<file path="src/common/afifo_macros.svh">
`ifndef AFIFO_MACROS_SVH
`define AFIFO_MACROS_SVH

// push side word width
`define AF_W_DATA_W 32

// pop side byte width
`define AF_R_DATA_W 8

// byte address of the 64 byte storage
`define AF_ADDR_W 6

// one bank per byte lane
`define AF_N 4
`define AF_LANE_W 2

// row address inside one bank
`define AF_ROW_W (`AF_ADDR_W - `AF_LANE_W)

`endif

</file>
<file path="src/common/afifo_pkg.sv">
`default_nettype none

`include "afifo_macros.svh"

package afifo_pkg;

   typedef struct packed {
      logic                    req;
      logic [`AF_W_DATA_W-1:0] data;
   } push_s;

   typedef struct packed {
      logic                    ack;
      logic [`AF_R_DATA_W-1:0] data;
   } pop_s;

   // byte pointer as counted or split into bank row and byte lane
   typedef union packed {
      logic [`AF_ADDR_W-1:0] flat;
      struct packed {
         logic [`AF_ROW_W-1:0]  row;
         logic [`AF_LANE_W-1:0] lane;
      } fields;
   } rd_addr_u;

   typedef struct packed {
      logic                  full;
      logic                  empty;
      logic [`AF_ADDR_W:0]   level;
   } status_s;

endpackage

`default_nettype wire

</file>
<file path="src/ram_asym/ram_2p_asym.sv">
`timescale 1ns/1ps
`default_nettype none

`include "afifo_macros.svh"

module ram_2p_asym #(
   parameter  int W_DATA_W = `AF_W_DATA_W,
   parameter  int R_DATA_W = `AF_R_DATA_W,
   parameter  int ADDR_W   = `AF_ADDR_W,
   // byte lanes per word and the row address left over
   localparam int N        = W_DATA_W / R_DATA_W,
   localparam int LANE_W   = $clog2(N),
   localparam int ROW_W    = ADDR_W - LANE_W
) (
   input  wire logic                    clk_i,

   // bank buses with lane p at slice p
   output logic      [N-1:0]            ext_mem_w_en_o,
   output logic      [ROW_W*N-1:0]      ext_mem_w_addr_o,
   output logic      [R_DATA_W*N-1:0]   ext_mem_w_data_o,
   output logic                         ext_mem_r_en_o,
   output logic      [ROW_W*N-1:0]      ext_mem_r_addr_o,
   input  wire logic [R_DATA_W*N-1:0]   ext_mem_r_data_i,

   // wide write port
   input  wire logic                    w_en_i,
   input  wire logic [ROW_W-1:0]        w_addr_i,
   input  wire logic [W_DATA_W-1:0]     w_data_i,

   // narrow read port
   input  wire logic                    r_en_i,
   input  wire afifo_pkg::rd_addr_u     r_addr_i,
   output logic      [R_DATA_W-1:0]     r_data_o
);

   // all banks see the read strobe but only one lane is kept
   assign ext_mem_r_en_o = r_en_i;

   if (W_DATA_W > R_DATA_W) begin : wide_gen

      logic [LANE_W-1:0] lane_q;

      for (genvar p = 0; p < N; p++) begin : lane_gen
         // parallel write with one byte lane per bank
         assign ext_mem_w_en_o[p]                         = w_en_i;
         assign ext_mem_w_addr_o[p*ROW_W +: ROW_W]        = w_addr_i;
         assign ext_mem_w_data_o[p*R_DATA_W +: R_DATA_W]  =
            w_data_i[p*R_DATA_W +: R_DATA_W];

         // same row to every bank
         assign ext_mem_r_addr_o[p*ROW_W +: ROW_W] = r_addr_i.fields.row;
      end

      // lane follows the bank data by one cycle
      always_ff @(posedge clk_i) begin
         if (r_en_i) begin
            lane_q <= r_addr_i.fields.lane;
         end
      end

      assign r_data_o = ext_mem_r_data_i[lane_q*R_DATA_W +: R_DATA_W];

   end else begin : equal_gen

      // one bank passed straight through
      assign ext_mem_w_en_o   = w_en_i;
      assign ext_mem_w_addr_o = w_addr_i;
      assign ext_mem_w_data_o = w_data_i;
      assign ext_mem_r_addr_o = r_addr_i.flat;
      assign r_data_o         = ext_mem_r_data_i;

   end

   // narrow write with wide read is not built here
   wide_write_only_a: assert property (
      @(posedge clk_i) W_DATA_W >= R_DATA_W
   ) else $error("ram_2p_asym: write port narrower than read port");

endmodule

`default_nettype wire

</file>
<file path="src/verilog/asym_fifo_top.sv">
`timescale 1ns/1ps
`default_nettype none

`include "afifo_macros.svh"

module asym_fifo_top (
   input  wire logic               clk_i,
   input  wire logic               reset_i,
   input  wire afifo_pkg::push_s   push_i,
   output logic                    push_ack_o,
   input  wire logic               pop_req_i,
   output afifo_pkg::pop_s         pop_o,
   output afifo_pkg::status_s      status_o
);

   // control to adapter
   logic                           w_en;
   logic [`AF_ROW_W-1:0]           w_addr;
   logic [`AF_W_DATA_W-1:0]        w_data;
   logic                           r_en;
   afifo_pkg::rd_addr_u            r_addr;
   logic [`AF_R_DATA_W-1:0]        r_data;

   // flattened bank buses
   logic [`AF_N-1:0]               mem_w_en;
   logic [`AF_ROW_W*`AF_N-1:0]     mem_w_addr;
   logic [`AF_R_DATA_W*`AF_N-1:0]  mem_w_data;
   logic                           mem_r_en;
   logic [`AF_ROW_W*`AF_N-1:0]     mem_r_addr;
   logic [`AF_R_DATA_W*`AF_N-1:0]  mem_r_data;

   fifo_ctrl ctrl_i (
      .clk_i, .reset_i, .push_i, .push_ack_o, .pop_req_i, .pop_o, .status_o,
      .w_en_o(w_en), .w_addr_o(w_addr), .w_data_o(w_data),
      .r_en_o(r_en), .r_addr_o(r_addr), .r_data_i(r_data)
   );

   ram_2p_asym #(
      .W_DATA_W(`AF_W_DATA_W),
      .R_DATA_W(`AF_R_DATA_W),
      .ADDR_W  (`AF_ADDR_W)
   ) asym_i (
      .clk_i,
      .ext_mem_w_en_o(mem_w_en), .ext_mem_w_addr_o(mem_w_addr),
      .ext_mem_w_data_o(mem_w_data), .ext_mem_r_en_o(mem_r_en),
      .ext_mem_r_addr_o(mem_r_addr), .ext_mem_r_data_i(mem_r_data),
      .w_en_i(w_en), .w_addr_i(w_addr), .w_data_i(w_data),
      .r_en_i(r_en), .r_addr_i(r_addr), .r_data_o(r_data)
   );

   for (genvar b = 0; b < `AF_N; b++) begin : bank_gen
      ram_2p_bank #(.DATA_W(`AF_R_DATA_W), .ADDR_W(`AF_ROW_W)) bank_i (
         .clk_i,
         .w_en_i  (mem_w_en[b]),
         .w_addr_i(mem_w_addr[b*`AF_ROW_W +: `AF_ROW_W]),
         .w_data_i(mem_w_data[b*`AF_R_DATA_W +: `AF_R_DATA_W]),
         .r_en_i  (mem_r_en),
         .r_addr_i(mem_r_addr[b*`AF_ROW_W +: `AF_ROW_W]),
         .r_data_o(mem_r_data[b*`AF_R_DATA_W +: `AF_R_DATA_W])
      );
   end

endmodule

`default_nettype wire

</file>
<file path="src/verilog/fifo_ctrl.sv">
`timescale 1ns/1ps
`default_nettype none

`include "afifo_macros.svh"

module fifo_ctrl (
   input  wire logic                     clk_i,
   input  wire logic                     reset_i,
   // producer side
   input  wire afifo_pkg::push_s         push_i,
   output logic                          push_ack_o,
   // consumer side
   input  wire logic                     pop_req_i,
   output afifo_pkg::pop_s               pop_o,
   output afifo_pkg::status_s            status_o,
   // storage
   output logic                          w_en_o,
   output logic      [`AF_ROW_W-1:0]     w_addr_o,
   output logic      [`AF_W_DATA_W-1:0]  w_data_o,
   output logic                          r_en_o,
   output afifo_pkg::rd_addr_u           r_addr_o,
   input  wire logic [`AF_R_DATA_W-1:0]  r_data_i
);

   localparam int DEPTH = 1 << `AF_ADDR_W;

   // pointers carry one wrap bit above the address
   logic [`AF_ROW_W:0]      wr_ptr_q;
   logic [`AF_ROW_W:0]      wr_ptr_n;
   logic [`AF_ADDR_W:0]     rd_ptr_q;
   logic [`AF_ADDR_W:0]     rd_ptr_n;
   logic [`AF_ADDR_W:0]     level_n;
   logic                    push_fire;
   logic                    pop_fire;
   logic                    push_ack_q;
   logic                    pop_ack_q;
   logic [`AF_R_DATA_W-1:0] pop_data_q;
   logic [1:0]              rd_v_q;
   afifo_pkg::status_s      status_q;

   assign push_fire = push_i.req & ~push_ack_q & ~status_q.full;
   // one pop in flight and nothing issued until ack has fallen
   assign pop_fire  = pop_req_i & ~pop_ack_q & ~(|rd_v_q) & ~status_q.empty;

   assign wr_ptr_n = wr_ptr_q + {{`AF_ROW_W{1'b0}}, push_fire};
   assign rd_ptr_n = rd_ptr_q + {{`AF_ADDR_W{1'b0}}, pop_fire};
   // words scaled to bytes minus bytes read
   assign level_n  = {wr_ptr_n, {`AF_LANE_W{1'b0}}} - rd_ptr_n;

   always_ff @(posedge clk_i) begin
      if (reset_i) begin
         wr_ptr_q   <= '0;
         rd_ptr_q   <= '0;
         push_ack_q <= 1'b0;
         pop_ack_q  <= 1'b0;
         rd_v_q     <= '0;
         status_q   <= '{full: 1'b0, empty: 1'b1, level: '0};
      end else begin
         wr_ptr_q <= wr_ptr_n;
         rd_ptr_q <= rd_ptr_n;
         rd_v_q   <= {rd_v_q[0], pop_fire};

         if (push_fire) begin
            push_ack_q <= 1'b1;
         end else if (!push_i.req) begin
            push_ack_q <= 1'b0;
         end

         // bank byte is on r_data_i while rd_v_q[0]
         if (rd_v_q[0]) begin
            pop_ack_q <= 1'b1;
         end else if (!pop_req_i) begin
            pop_ack_q <= 1'b0;
         end

         status_q.level <= level_n;
         status_q.empty <= (level_n == '0);
         status_q.full  <= (level_n > (DEPTH - `AF_N));
      end
   end

   always_ff @(posedge clk_i) begin
      if (rd_v_q[0]) begin
         pop_data_q <= r_data_i;
      end
   end

   assign push_ack_o    = push_ack_q;
   assign pop_o         = '{ack: pop_ack_q, data: pop_data_q};
   assign status_o      = status_q;
   assign w_en_o        = push_fire;
   assign w_addr_o      = wr_ptr_q[`AF_ROW_W-1:0];
   assign w_data_o      = push_i.data;
   assign r_en_o        = pop_fire;
   assign r_addr_o.flat = rd_ptr_q[`AF_ADDR_W-1:0];

   no_overfill_a: assert property (@(posedge clk_i) disable iff (reset_i)
      w_en_o |=> status_o.level <= DEPTH);
   no_read_empty_a: assert property (@(posedge clk_i) disable iff (reset_i)
      r_en_o |-> rd_ptr_q != {wr_ptr_q, {`AF_LANE_W{1'b0}}});
   push_ack_req_a: assert property (@(posedge clk_i) disable iff (reset_i)
      $rose(push_ack_o) |-> $past(push_i.req));

endmodule

`default_nettype wire

</file>
<file path="src/verilog/ram_2p_bank.sv">
`timescale 1ns/1ps
`default_nettype none

module ram_2p_bank #(
   parameter int DATA_W = 8,
   parameter int ADDR_W = 4
) (
   input  wire logic              clk_i,
   // write port
   input  wire logic              w_en_i,
   input  wire logic [ADDR_W-1:0] w_addr_i,
   input  wire logic [DATA_W-1:0] w_data_i,
   // read port
   input  wire logic              r_en_i,
   input  wire logic [ADDR_W-1:0] r_addr_i,
   output logic      [DATA_W-1:0] r_data_o
);

   logic [DATA_W-1:0] mem [2**ADDR_W];

   always_ff @(posedge clk_i) begin
      if (w_en_i) begin
         mem[w_addr_i] <= w_data_i;
      end
   end

   // same-address collision returns the old word
   always_ff @(posedge clk_i) begin
      if (r_en_i) begin
         r_data_o <= mem[r_addr_i];
      end
   end

endmodule

`default_nettype wire
</file>
<file path="config.mk">
export PLATFORM = sky130hd
export DESIGN_NAME = asym_fifo_top
export DESIGN_NICKNAME = d
export VERILOG_FILES = /design/src/common/afifo_pkg.sv /design/src/ram_asym/ram_2p_asym.sv /design/src/verilog/asym_fifo_top.sv /design/src/verilog/fifo_ctrl.sv /design/src/verilog/ram_2p_bank.sv
export VERILOG_INCLUDE_DIRS = /design/src /design/src/common
export SDC_FILE = /design/constraint.sdc
export NUM_CORES = 1
export LEC_CHECK = 0
export BUFFER_PORTS_ARGS = -buffer_cell sky130_fd_sc_hd__buf_4
export CAP_MARGIN = 5
export CORE_UTILIZATION = 46
export DETAILED_ROUTE_END_ITERATION = 7
export PLACE_DENSITY = 0.73
export SKIP_CTS_REPAIR_TIMING = 1
export SYNTH_ARGS = -nofsm -noshare
export SYNTH_HDL_FRONTEND = slang
export SYNTH_SLANG_ARGS = --single-unit
</file>
<file path="constraint.sdc">
create_clock -name clk_i -period 8 [get_ports clk_i]
set_clock_uncertainty 0.05 [all_clocks]
set_input_delay 0.4 -clock clk_i [delete_from_list [all_inputs] [get_ports clk_i]]
set_output_delay 0.4 -clock clk_i [all_outputs]
set_load 0.05 [all_outputs]
</file>
; Word-level counts from Yosys, hierarchy flattened
; Memories as Yosys holds them, arrays and structs flattened. A register that Yosys moved wholly into a read port is not among the register bits.
; Cells that the tools add are included.
[totals]
register_bits = 35
latchBits = 0
mem_bits_rw = 512
mem_bits_ro = 0
inputBits = 36
out_inout_bits = 19
memories = 4
[op_classes]
n_addsub = 3
mul = 0
n_div = 0
order_cmp = 1
n_eq_ne = 2
shifts = 1
mux = 6
n_bitwise = 10
n_reduce_logical = 2
[memory_table]
columns = memory, depth, word_bits, read_ports, rd_clocked_by_memory_dff, wr, line
row1 = bank_gen[0].bank_i.mem, 16, 8, 1, 1, 1, ram_2p_bank.sv:19  ; logic [DATA_W-1:0] mem [2**ADDR_W];
row2 = bank_gen[1].bank_i.mem, 16, 8, 1, 1, 1, ram_2p_bank.sv:19
row3 = bank_gen[2].bank_i.mem, 16, 8, 1, 1, 1, ram_2p_bank.sv:19
row4 = bank_gen[3].bank_i.mem, 16, 8, 1, 1, 1, ram_2p_bank.sv:19
[ops]
columns = cell, n
row1 = $shiftx A32 B6 Y8, 1
row2 = $add A7 B1 Y7, 1
row3 = $gt A7 B6 Y1 const B, 1
row4 = $logic_not A7 Y1, 1
row5 = $sub A7 B7 Y7, 1
row6 = $mux W1, 6
row7 = $add A5 B1 Y5, 1
row8 = $and A1 B1 Y1, 5
row9 = $not A1 Y1, 5
row10 = $ne A2 B1 Y1 const B, 2
row11 = $reduce_or A2 Y1, 1

; Depth between registers and ports, before layout
; Gate-level depths: netlist of the first run.
[depth]
depth_word = 7
depth_mapped = 12
depth_no_buf = 12

; Cells and area by module
; From an unflattened synthesis of the first run, not the netlist that was laid out.
[hier_totals]
cells_unflattened = 1148
area_unflattened_um2 = 23297.3
[modules_own_cells]
columns = module, n_inst, cells_each, area_each_um2
row1 = ram_2p_bank, 4, 229, 5227.5
row2 = fifo_ctrl, 1, 151, 1612.8
row3 = ram_2p_asym, 1, 81, 774.5

; Worst setup path before layout of the first run
; OpenSTA, ideal clock, no wires.
[synth_path]
path_type = reg-to-reg
from = register ctrl_i.status_q, in the netlist ctrl_i.status_o[7]
to = register ctrl_i.status_q, in the netlist ctrl_i.status_o[8]
arrival_time_ns = 6.476
path_slack_ns = 1.381
stages_incl_launch_ff = 11
path_buffers = 0
path_cell_list = dfxtp_1 nor4_1 ha_1 ha_1 xnor2_1 ha_1 a31o_2 maj3_2 maj3_2 xnor2_2 o32ai_1
[synth_between]
elab_chain_cells = 5
[synth_rtl]
columns = element, line
row1 = from (decl), fifo_ctrl.sv:39  ; afifo_pkg::status_s status_q;
row2 = from (signal assigned), fifo_ctrl.sv:57  ; status_q <= '{full: 1'b0, empty: 1'b1, level: '0};
row3 = $not A1 Y1, fifo_ctrl.sv:43  ; assign pop_fire = pop_req_i & ~pop_ack_q & ~(|rd_v_q) & ~status_q.empty;
row4 = $and A1 B1 Y1, fifo_ctrl.sv:43
row5 = via asym_i.ext_mem_r_en_o, ram_2p_asym.sv:21  ; output logic ext_mem_r_en_o,
row6 = $add A7 B1 Y7, fifo_ctrl.sv:46  ; assign rd_ptr_n = rd_ptr_q + {{`AF_ADDR_W{1'b0}}, pop_fire};
row7 = $sub A7 B7 Y7, fifo_ctrl.sv:48  ; assign level_n = {wr_ptr_n, {`AF_LANE_W{1'b0}}} - rd_ptr_n;
row8 = $gt A7 B6 Y1, fifo_ctrl.sv:78  ; status_q.full <= (level_n > (DEPTH - `AF_N));
; The timed path passes the listed nets, and every way through them passes these cells.
; A chain may end at the register's enable or synchronous reset.

; Final worst setup path of the first run
[layout_path]
from = register ctrl_i.rd_v_q[0]
to = register ctrl_i.status_q, in the netlist ctrl_i.status_o[8]
[layout_between]
elab_chain_cells = 7
[layout_rtl]
columns = element, line
row1 = from (decl), fifo_ctrl.sv:38  ; logic [1:0] rd_v_q;
row2 = from (signal assigned), fifo_ctrl.sv:61  ; rd_v_q <= {rd_v_q[0], pop_fire};
row3 = $reduce_or A2 Y1, fifo_ctrl.sv:43
row4 = $not A1 Y1, fifo_ctrl.sv:43
row5 = $and A1 B1 Y1 (2 in series), fifo_ctrl.sv:43
row6 = via asym_i.ext_mem_r_en_o, ram_2p_asym.sv:21
row7 = $add A7 B1 Y7, fifo_ctrl.sv:46
row8 = $sub A7 B7 Y7, fifo_ctrl.sv:48
row9 = $gt A7 B6 Y1, fifo_ctrl.sv:78
; The timed path passes the listed nets, and every way through them passes these cells.

==> results of run 1 <==
registers in the layout (all words and copies together) (netlist names):
name	count
asym_i.wide_gen.lane_q	2
ctrl_i.pop_data_q	8
ctrl_i.wr_ptr_q	5
ctrl_i.push_ack_o	1
ctrl_i.pop_ack_q	1
ctrl_i.rd_v_q	2
bank_gen.bank_i.r_data_o	32
bank_gen.bank_i.mem	512
ctrl_i.status_o	9
ctrl_i.rd_ptr_q	6
stage by stage:
stage	std cells	area (um2)	setup slack (ns)
after floorplan	885	22150	1.381
after global placement	1532	23200	4.339
after detailed placement	1532	23200	4.205
after CTS	1624	24840	4.179
after global routing	1624	24840	3.951
final	1624	24840	4.234
kinds of logic (layout without fill, tap and decap cells):
family                     Yosys count  count (layout)
buffers and inverters               47             171
AOI/OAI and AO/OA                    7               7
adders and majority gates           10              10
xor gates and xnor gates            15              15
DFF                                578             578
muxes                              168             168
and+or+nand+nor                     60              60
per-layer routing:
layer  wire, um  vias to the layer above  track usage [%]  part of all wire (%)
met5         30                        -                0                 0.067
met4        979                        4            5.578                   2.2
met3       3166                       67            4.037                   7.1
met2      22770                      341            31.84                    51
met1      17710                     5103            24.45                    40
li1           -                     3991                -                     -
layout by cell type, fill, tap and decap left out, drive strengths merged:
cell        n
a41o        1
nor3b       2
clkinv     22
nor2       26
nand2       2
o21a        1
ha          7
xor3        1
nand3       7
buf        77
nor4        1
edfxtp    554
nor3        4
a31o        2
nand3b      3
clkinvlp    1
nand2b      4
xor2        8
a21oi       2
clkbuf     67
inv         2
nor2b       9
mux4      168
dfxtp      24
or3b        1
and3        1
maj3        3
o32ai       1
bufinv      2
xnor2       6
report_power, final:
group	switching, mW	total [mW]	internal (mW)
Clock	1.04	2.39	1.35
Combinational	0.285	0.466	0.181
Sequential	0.0415	3.49	3.45
Total	1.37	6.35	4.98
final cells by class:
cell class              instances  area share, %
flip-flops and latches        578          68.94
multi-input cells             260          18.96
clock buffers                  67          5.893
well taps                     615          3.097
repair buffers                 77          2.377
clock inverters                25         0.7001
inverters                       2        0.03022
critical path, delay by kind of cell, from the launching register on:
| family | cells | cell delay (ns) |
|---|---|---|
| buf+inv | 1 | 0.46 |
| xor+xnor | 2 | 0.26 |
| simple gates | 2 | 0.36 |
| flops | 1 | 0.42 |
| fa+ha+maj | 5 | 1.59 |
| compound gates | 2 | 0.52 |
path summary, 6_finish.rpt:
| kind | cells after the start | slack [ns] | startpoint | to |
|---|---|---|---|---|
| max | 12 | 4.23 | ctrl_i.rd_v_q[0] | ctrl_i.status_o[8] |
| min | 3 | 0.02 | pop_req_i | ctrl_i.pop_ack_q |
| max reg2reg | 12 | 4.23 | ctrl_i.rd_v_q[0] | ctrl_i.status_o[8] |
| min reg2reg | 0 | 0.45 | ctrl_i.status_o[0] | asym_i.wide_gen.lane_q[0] |
==> results.py, run 1 <==
metrics = {
    "run_status": {
        "status": "finished clean",
    },
    "critical_path": {
        "crit_required_ns": 8.44,
        "max_stage_delay_ns": 0.46,
        "crit_path_end_kind": "flip-flop",
        "path_common_cell": "ha_1",
        "worstSetupStartpointType": "flip-flop",
        "cp_cell_sequence": "nand2b_1, nor4_2, buf_4, ha_1, ha_1, xnor2_1, ha_1, a31o_2, maj3_2, maj3_2, xnor2_2, o32ai_1",
        "critPathArrivalTime_ns": 4.21,
        "crit_type": "reg -> reg",
        "crit_slowest_cell": "buf_4",
        "critPathMaxFanout": 36,
    },
    "clock_network": {
        "cts_made_buffers": 55,
        "clk_pin_slew_ns": 0.06,
        "clkLatencyLatePin_ns": 0.59,
        "cts_tree": "yes",
        "cts_buffer_depth": 3,
        "htree_levels": 2,
        "cts-root-buf": "clkbuf_16",
        "cts_sinks": 578,
    },
    "placement": {
        "place_congestion": 0.7513,
        "place_hpwl_mm": 22.42,
        "io_buffers": 54,
    },
    "die": {
        "fp-row-count": 80,
        "dieArea_um2": 49040,
        "io_pins": 55,
        "dieWidth_um": 221.5,
        "die_h_um": 221.5,
        "coreArea_um2": 47650,
        "start_util_pct": 46.49,
    },
    "finish": {
        "insertedDiodeCount": 0,
        "syn2layout_area_growth_pct": 12.14,
        "drive_above_1_share_pct": 29.44,
        "register_area_um2": 17130,
        "n_fill_cell": 3549,
        "fin_util_pct": 52.14,
        "multi_input_area_um2": 4711,
        "fin_nets": 1017,
    },
    "sta": {
        "rsz0062_at_grt": "no",
        "tns_ns": 0,
        "setup_violations": 0,
        "worst-slew-pin-transition_ns": 1.185,
        "finalHoldViolCount": 0,
        "max_freq_mhz": 265.6,
        "slew_violations": 0,
        "post-route-period-util_pct": 47.07,
        "max_slew_margin_pct": 20.99,
        "fin_crit_ns": 3.766,
        "fin_hold_ws_ns": 0.01957,
    },
    "logic_synthesis": {
        "yosys-top-cells-count": "554 x edfxtp_1, 123 x mux4_2, 45 x mux4_1, 26 x nor2_1, 24 x dfxtp_1",
        "synth_top_family_by_area": "multiplexers",
        "synth.avg_cell_area_um2": 25.03,
        "synth_top_area_share_pct": 75.10,
        "synthAdderAreaFrac_pct": 0.5422,
        "synth_compound_area_share_pct": 0.2429,
        "yosysTopAreaCell": "edfxtp_1",
        "syn_inst": 885,
        "synth_edf_count": 554,
        "ys_warn_count": 0,
        "synth_seq_cells": 578,
        "ys_seq_area_share_pct": 77.27,
        "synthSimpleGateAreaFrac_pct": 1.384,
        "synthFlopType": "edfxtp_1",
        "synthMuxAreaShare_pct": 17.84,
        "yosysMostFrequentCell": "edfxtp_1",
        "synth.distinct_cells": 37,
        "synth_xor_area_share_pct": 0.7286,
        "syn_nets": 928,
        "synth.area.top_cells": "edfxtp_1 75%, mux4_2 13%, mux4_1 5.3%",
        "async_reset_ff_share_pct": 0,
        "syn_area_um2": 22150,
    },
    "grt": {
        "grt_pass1_wl_mm": 65.82,
        "track_usage_pct": 18.76,
        "grt_pass1_vias": 9943,
        "grt-ovfl-total": 0,
        "grt_start_max_net_pins": 133,
        "grt_antenna_before_repair": 2,
    },
    "pwr": {
        "power.leakage_nw": 7.656,
        "powerDensity_nw_per_um2": 255.5,
        "finalPower_mw": 6.348,
        "vdd.ir_drop.worst_uv": 153.6,
    },
    "drt": {
        "wl_per_cell_um": 27.49,
        "drt-pass1-iter-count": 5,
        "vias": 9506,
        "drtIter0Drc": 1048,
        "vias_per_cell": 5.853,
        "antenna_left": 0,
        "drc": 0,
        "drt_wl_total_mm": 44.65,
    },
    "flow_run": {
        "cap_violations": 0,
    },
    "worst_hold_path": {
        "min_path_type": "in -> reg",
    },
}
No activity file was read; power rests on OpenSTA's default activity.
==> inputs of run 2 (changes only) <==
==> constraint.sdc (replaced) <==
create_clock -name clk_i -period 3.7 [get_ports clk_i]
set_clock_uncertainty 0.05 [all_clocks]
set_input_delay 0.185 -clock clk_i [delete_from_list [all_inputs] [get_ports clk_i]]
set_output_delay 0.185 -clock clk_i [all_outputs]
set_load 0.05 [all_outputs]
==> run 2 against run 1 <==
Against the previous run:
- combinational power grew 130%
- setup slack lost 3.7 ns
- utilization grew 1.3 points
- routed wire length shrank 1.0%
- sequential share of layout area shrank 1.7 points
- register-to-register slack lost 3.7 ns
- maximum frequency grew 19%
- global-route usage shrank 0.29 points
- via count grew 1.7%
- final area grew 2.5%
- critical endpoint unchanged
- largest power group unchanged
- highest routed layer is now met4
==> results.py, run 2 (same netlist as run 1, synthesis figures left out) <==
metrics = {
    "die": {
        "io_pins": 55,
        "dieWidth_um": 221.5,
        "coreArea_um2": 47650,
        "fp-row-count": 80,
        "start_util_pct": 46.49,
        "dieArea_um2": 49040,
        "die_h_um": 221.5,
    },
    "grt": {
        "grt_start_max_net_pins": 57,
        "grt_pass1_wl_mm": 65.32,
        "grt_antenna_before_repair": 2,
        "grt-ovfl-total": 0,
        "grt_pass1_vias": 9750,
        "track_usage_pct": 18.47,
    },
    "drt": {
        "drc": 0,
        "wl_per_cell_um": 26.28,
        "antenna_left": 0,
        "drt-pass1-iter-count": 5,
        "drt_wl_total_mm": 44.20,
        "drtIter0Drc": 1156,
        "vias": 9672,
        "vias_per_cell": 5.750,
    },
    "finish": {
        "largest_reg_flops": 512,
        "syn2layout_area_growth_pct": 14.94,
        "fin_nets": 1068,
        "final_cell_mix": "554 x edfxtp_1, 123 x mux4_2, 85 x buf_4, 55 x clkbuf_16, 45 x mux4_1",
        "final_cells": 1682,
        "n_fill_cell": 3511,
        "drive_above_1_share_pct": 30.52,
        "mostFrequentLayoutCell": "edfxtp_1",
        "stdcell_area_um2": 25460,
        "regMostFlops": "bank_gen.bank_i.mem",
        "top_regs": "bank_gen.bank_i.mem x512, bank_gen.bank_i.r_data_o x32, ctrl_i.status_o x9",
    },
    "clock_network": {
        "clkLatencyLatePin_ns": 0.60,
        "clk_pin_slew_ns": 0.06,
        "cts_tree": "yes",
        "cts_sinks": 578,
        "cts_made_buffers": 55,
        "htree_levels": 2,
        "cts-root-buf": "clkbuf_16",
        "cts_buffer_depth": 3,
    },
    "flow_run": {
        "cap_violations": 0,
    },
    "run_status": {
        "status": "finished clean",
    },
    "critical_path": {
        "critPathMaxFanout": 11,
        "crit_required_ns": 4.17,
        "critPathArrivalTime_ns": 3.62,
        "worstSetupStartpointType": "flip-flop",
        "crit_path_end_kind": "flip-flop",
        "crit_type": "reg -> reg",
    },
    "sta": {
        "setup_violations": 0,
        "max_slew_margin_pct": 46.50,
        "fin_crit_ns": 3.155,
        "finalHoldViolCount": 0,
        "worst-slew-pin-transition_ns": 0.8006,
        "max_freq_mhz": 316.9,
        "post-route-period-util_pct": 85.28,
        "slew_violations": 0,
        "rsz0062_at_grt": "no",
    },
    "worst_hold_path": {
        "min_path_type": "in -> reg",
    },
    "pwr": {
        "vdd.ir_drop.worst_uv": 300.1,
        "powerDensity_nw_per_um2": 544.4,
        "power.leakage_nw": 7.912,
        "finalPower_mw": 13.86,
    },
    "placement": {
        "io_buffers": 54,
        "dp_cells": 1546,
        "place_area_um2": 23430,
        "place_congestion": 0.7410,
        "place_hpwl_mm": 24.25,
    },
}
## run 2: cell count changes in the layout (fill, tap and decap cells not counted), moves of 4 or more
| cell | change |
|---|---|
| clkbuf_1 | +4 |
| nor3_4 | +4 |
| buf_12 | +5 |
| dlygate4sd3_1 | +37 |
| buf_4 | +9 |
| nor3_2 | -4 |
| clkinv_1 | -7 |
| clkinv_2 | +8 |
## run 2: path summary, 6_finish.rpt
path | cells after the start | start | to | slack (ns)
setup / recovery | 11 | ctrl_i.rd_v_q[0] | ctrl_i.status_o[8] | 0.54
hold / removal | 2 | push_i[21] | bank_gen[2].bank_i.mem[1][5] | 0.36
setup reg to reg | 11 | ctrl_i.rd_v_q[0] | ctrl_i.status_o[8] | 0.54
hold reg to reg | 0 | ctrl_i.status_o[0] | asym_i.wide_gen.lane_q[0] | 0.44
## run 2: layer usage
metal	track usage (%)	up-vias	part of all wire, %
li1	-	4118	-
met1	26.01	5094	42
met2	29.51	391	49
met3	3.731	69	6.9
met4	5.354	0	2.0
met5	0	-	0
## run 2: metrics by stage
stage / util [%] / hold slack (ns) / setup WS, ns / TNS, ns
floorplan: - / 0.2066 / -0.4109 / -1.070
global placement: 49.18 / 0.4081 / 0.5997 / 0
detailed placement: 49.18 / 0.4110 / 0.5498 / 0
CTS: 52.65 / -0.2324 / 0.5266 / 0
global route: 53.44 / 0.3764 / 0.4006 / 0
finish: 53.44 / 0.3635 / 0.5447 / 0
## run 2: cell type report
cell class / instances / area, um2 / share of cell area [%]
timing repair buffer: 128 / 1129 / 4.432
clock inverter: 27 / 211.5 / 0.8305
inverter: 2 / 7.507 / 0.02948
tap: 615 / 769.5 / 3.022
multi-input combinational: 260 / 4767 / 18.72
clock buffer: 70 / 1443 / 5.666
antenna: 2 / 5.005 / 0.01966
sequential: 578 / 17130 / 67.28
## run 2: report_power, final
part / switching (mW) / internal [mW] / total (mW)
registers: 0.0959 / 7.46 / 7.55
clock network: 2.30 / 2.95 / 5.25
logic: 0.630 / 0.429 / 1.06
total: 3.02 / 10.8 / 13.9
## run 2: critical path: stages, from the launching register on
cell and delay, ns:
dfxtp_4 0.38, nand2b_4 0.15, nor4_4 0.24, ha_1 0.27, ha_2 0.25, xnor2_2 0.08, ha_1 0.36, a31o_2 0.25
maj3_2 0.30, maj3_2 0.33, xnor2_2 0.15, o32ai_1 0.26
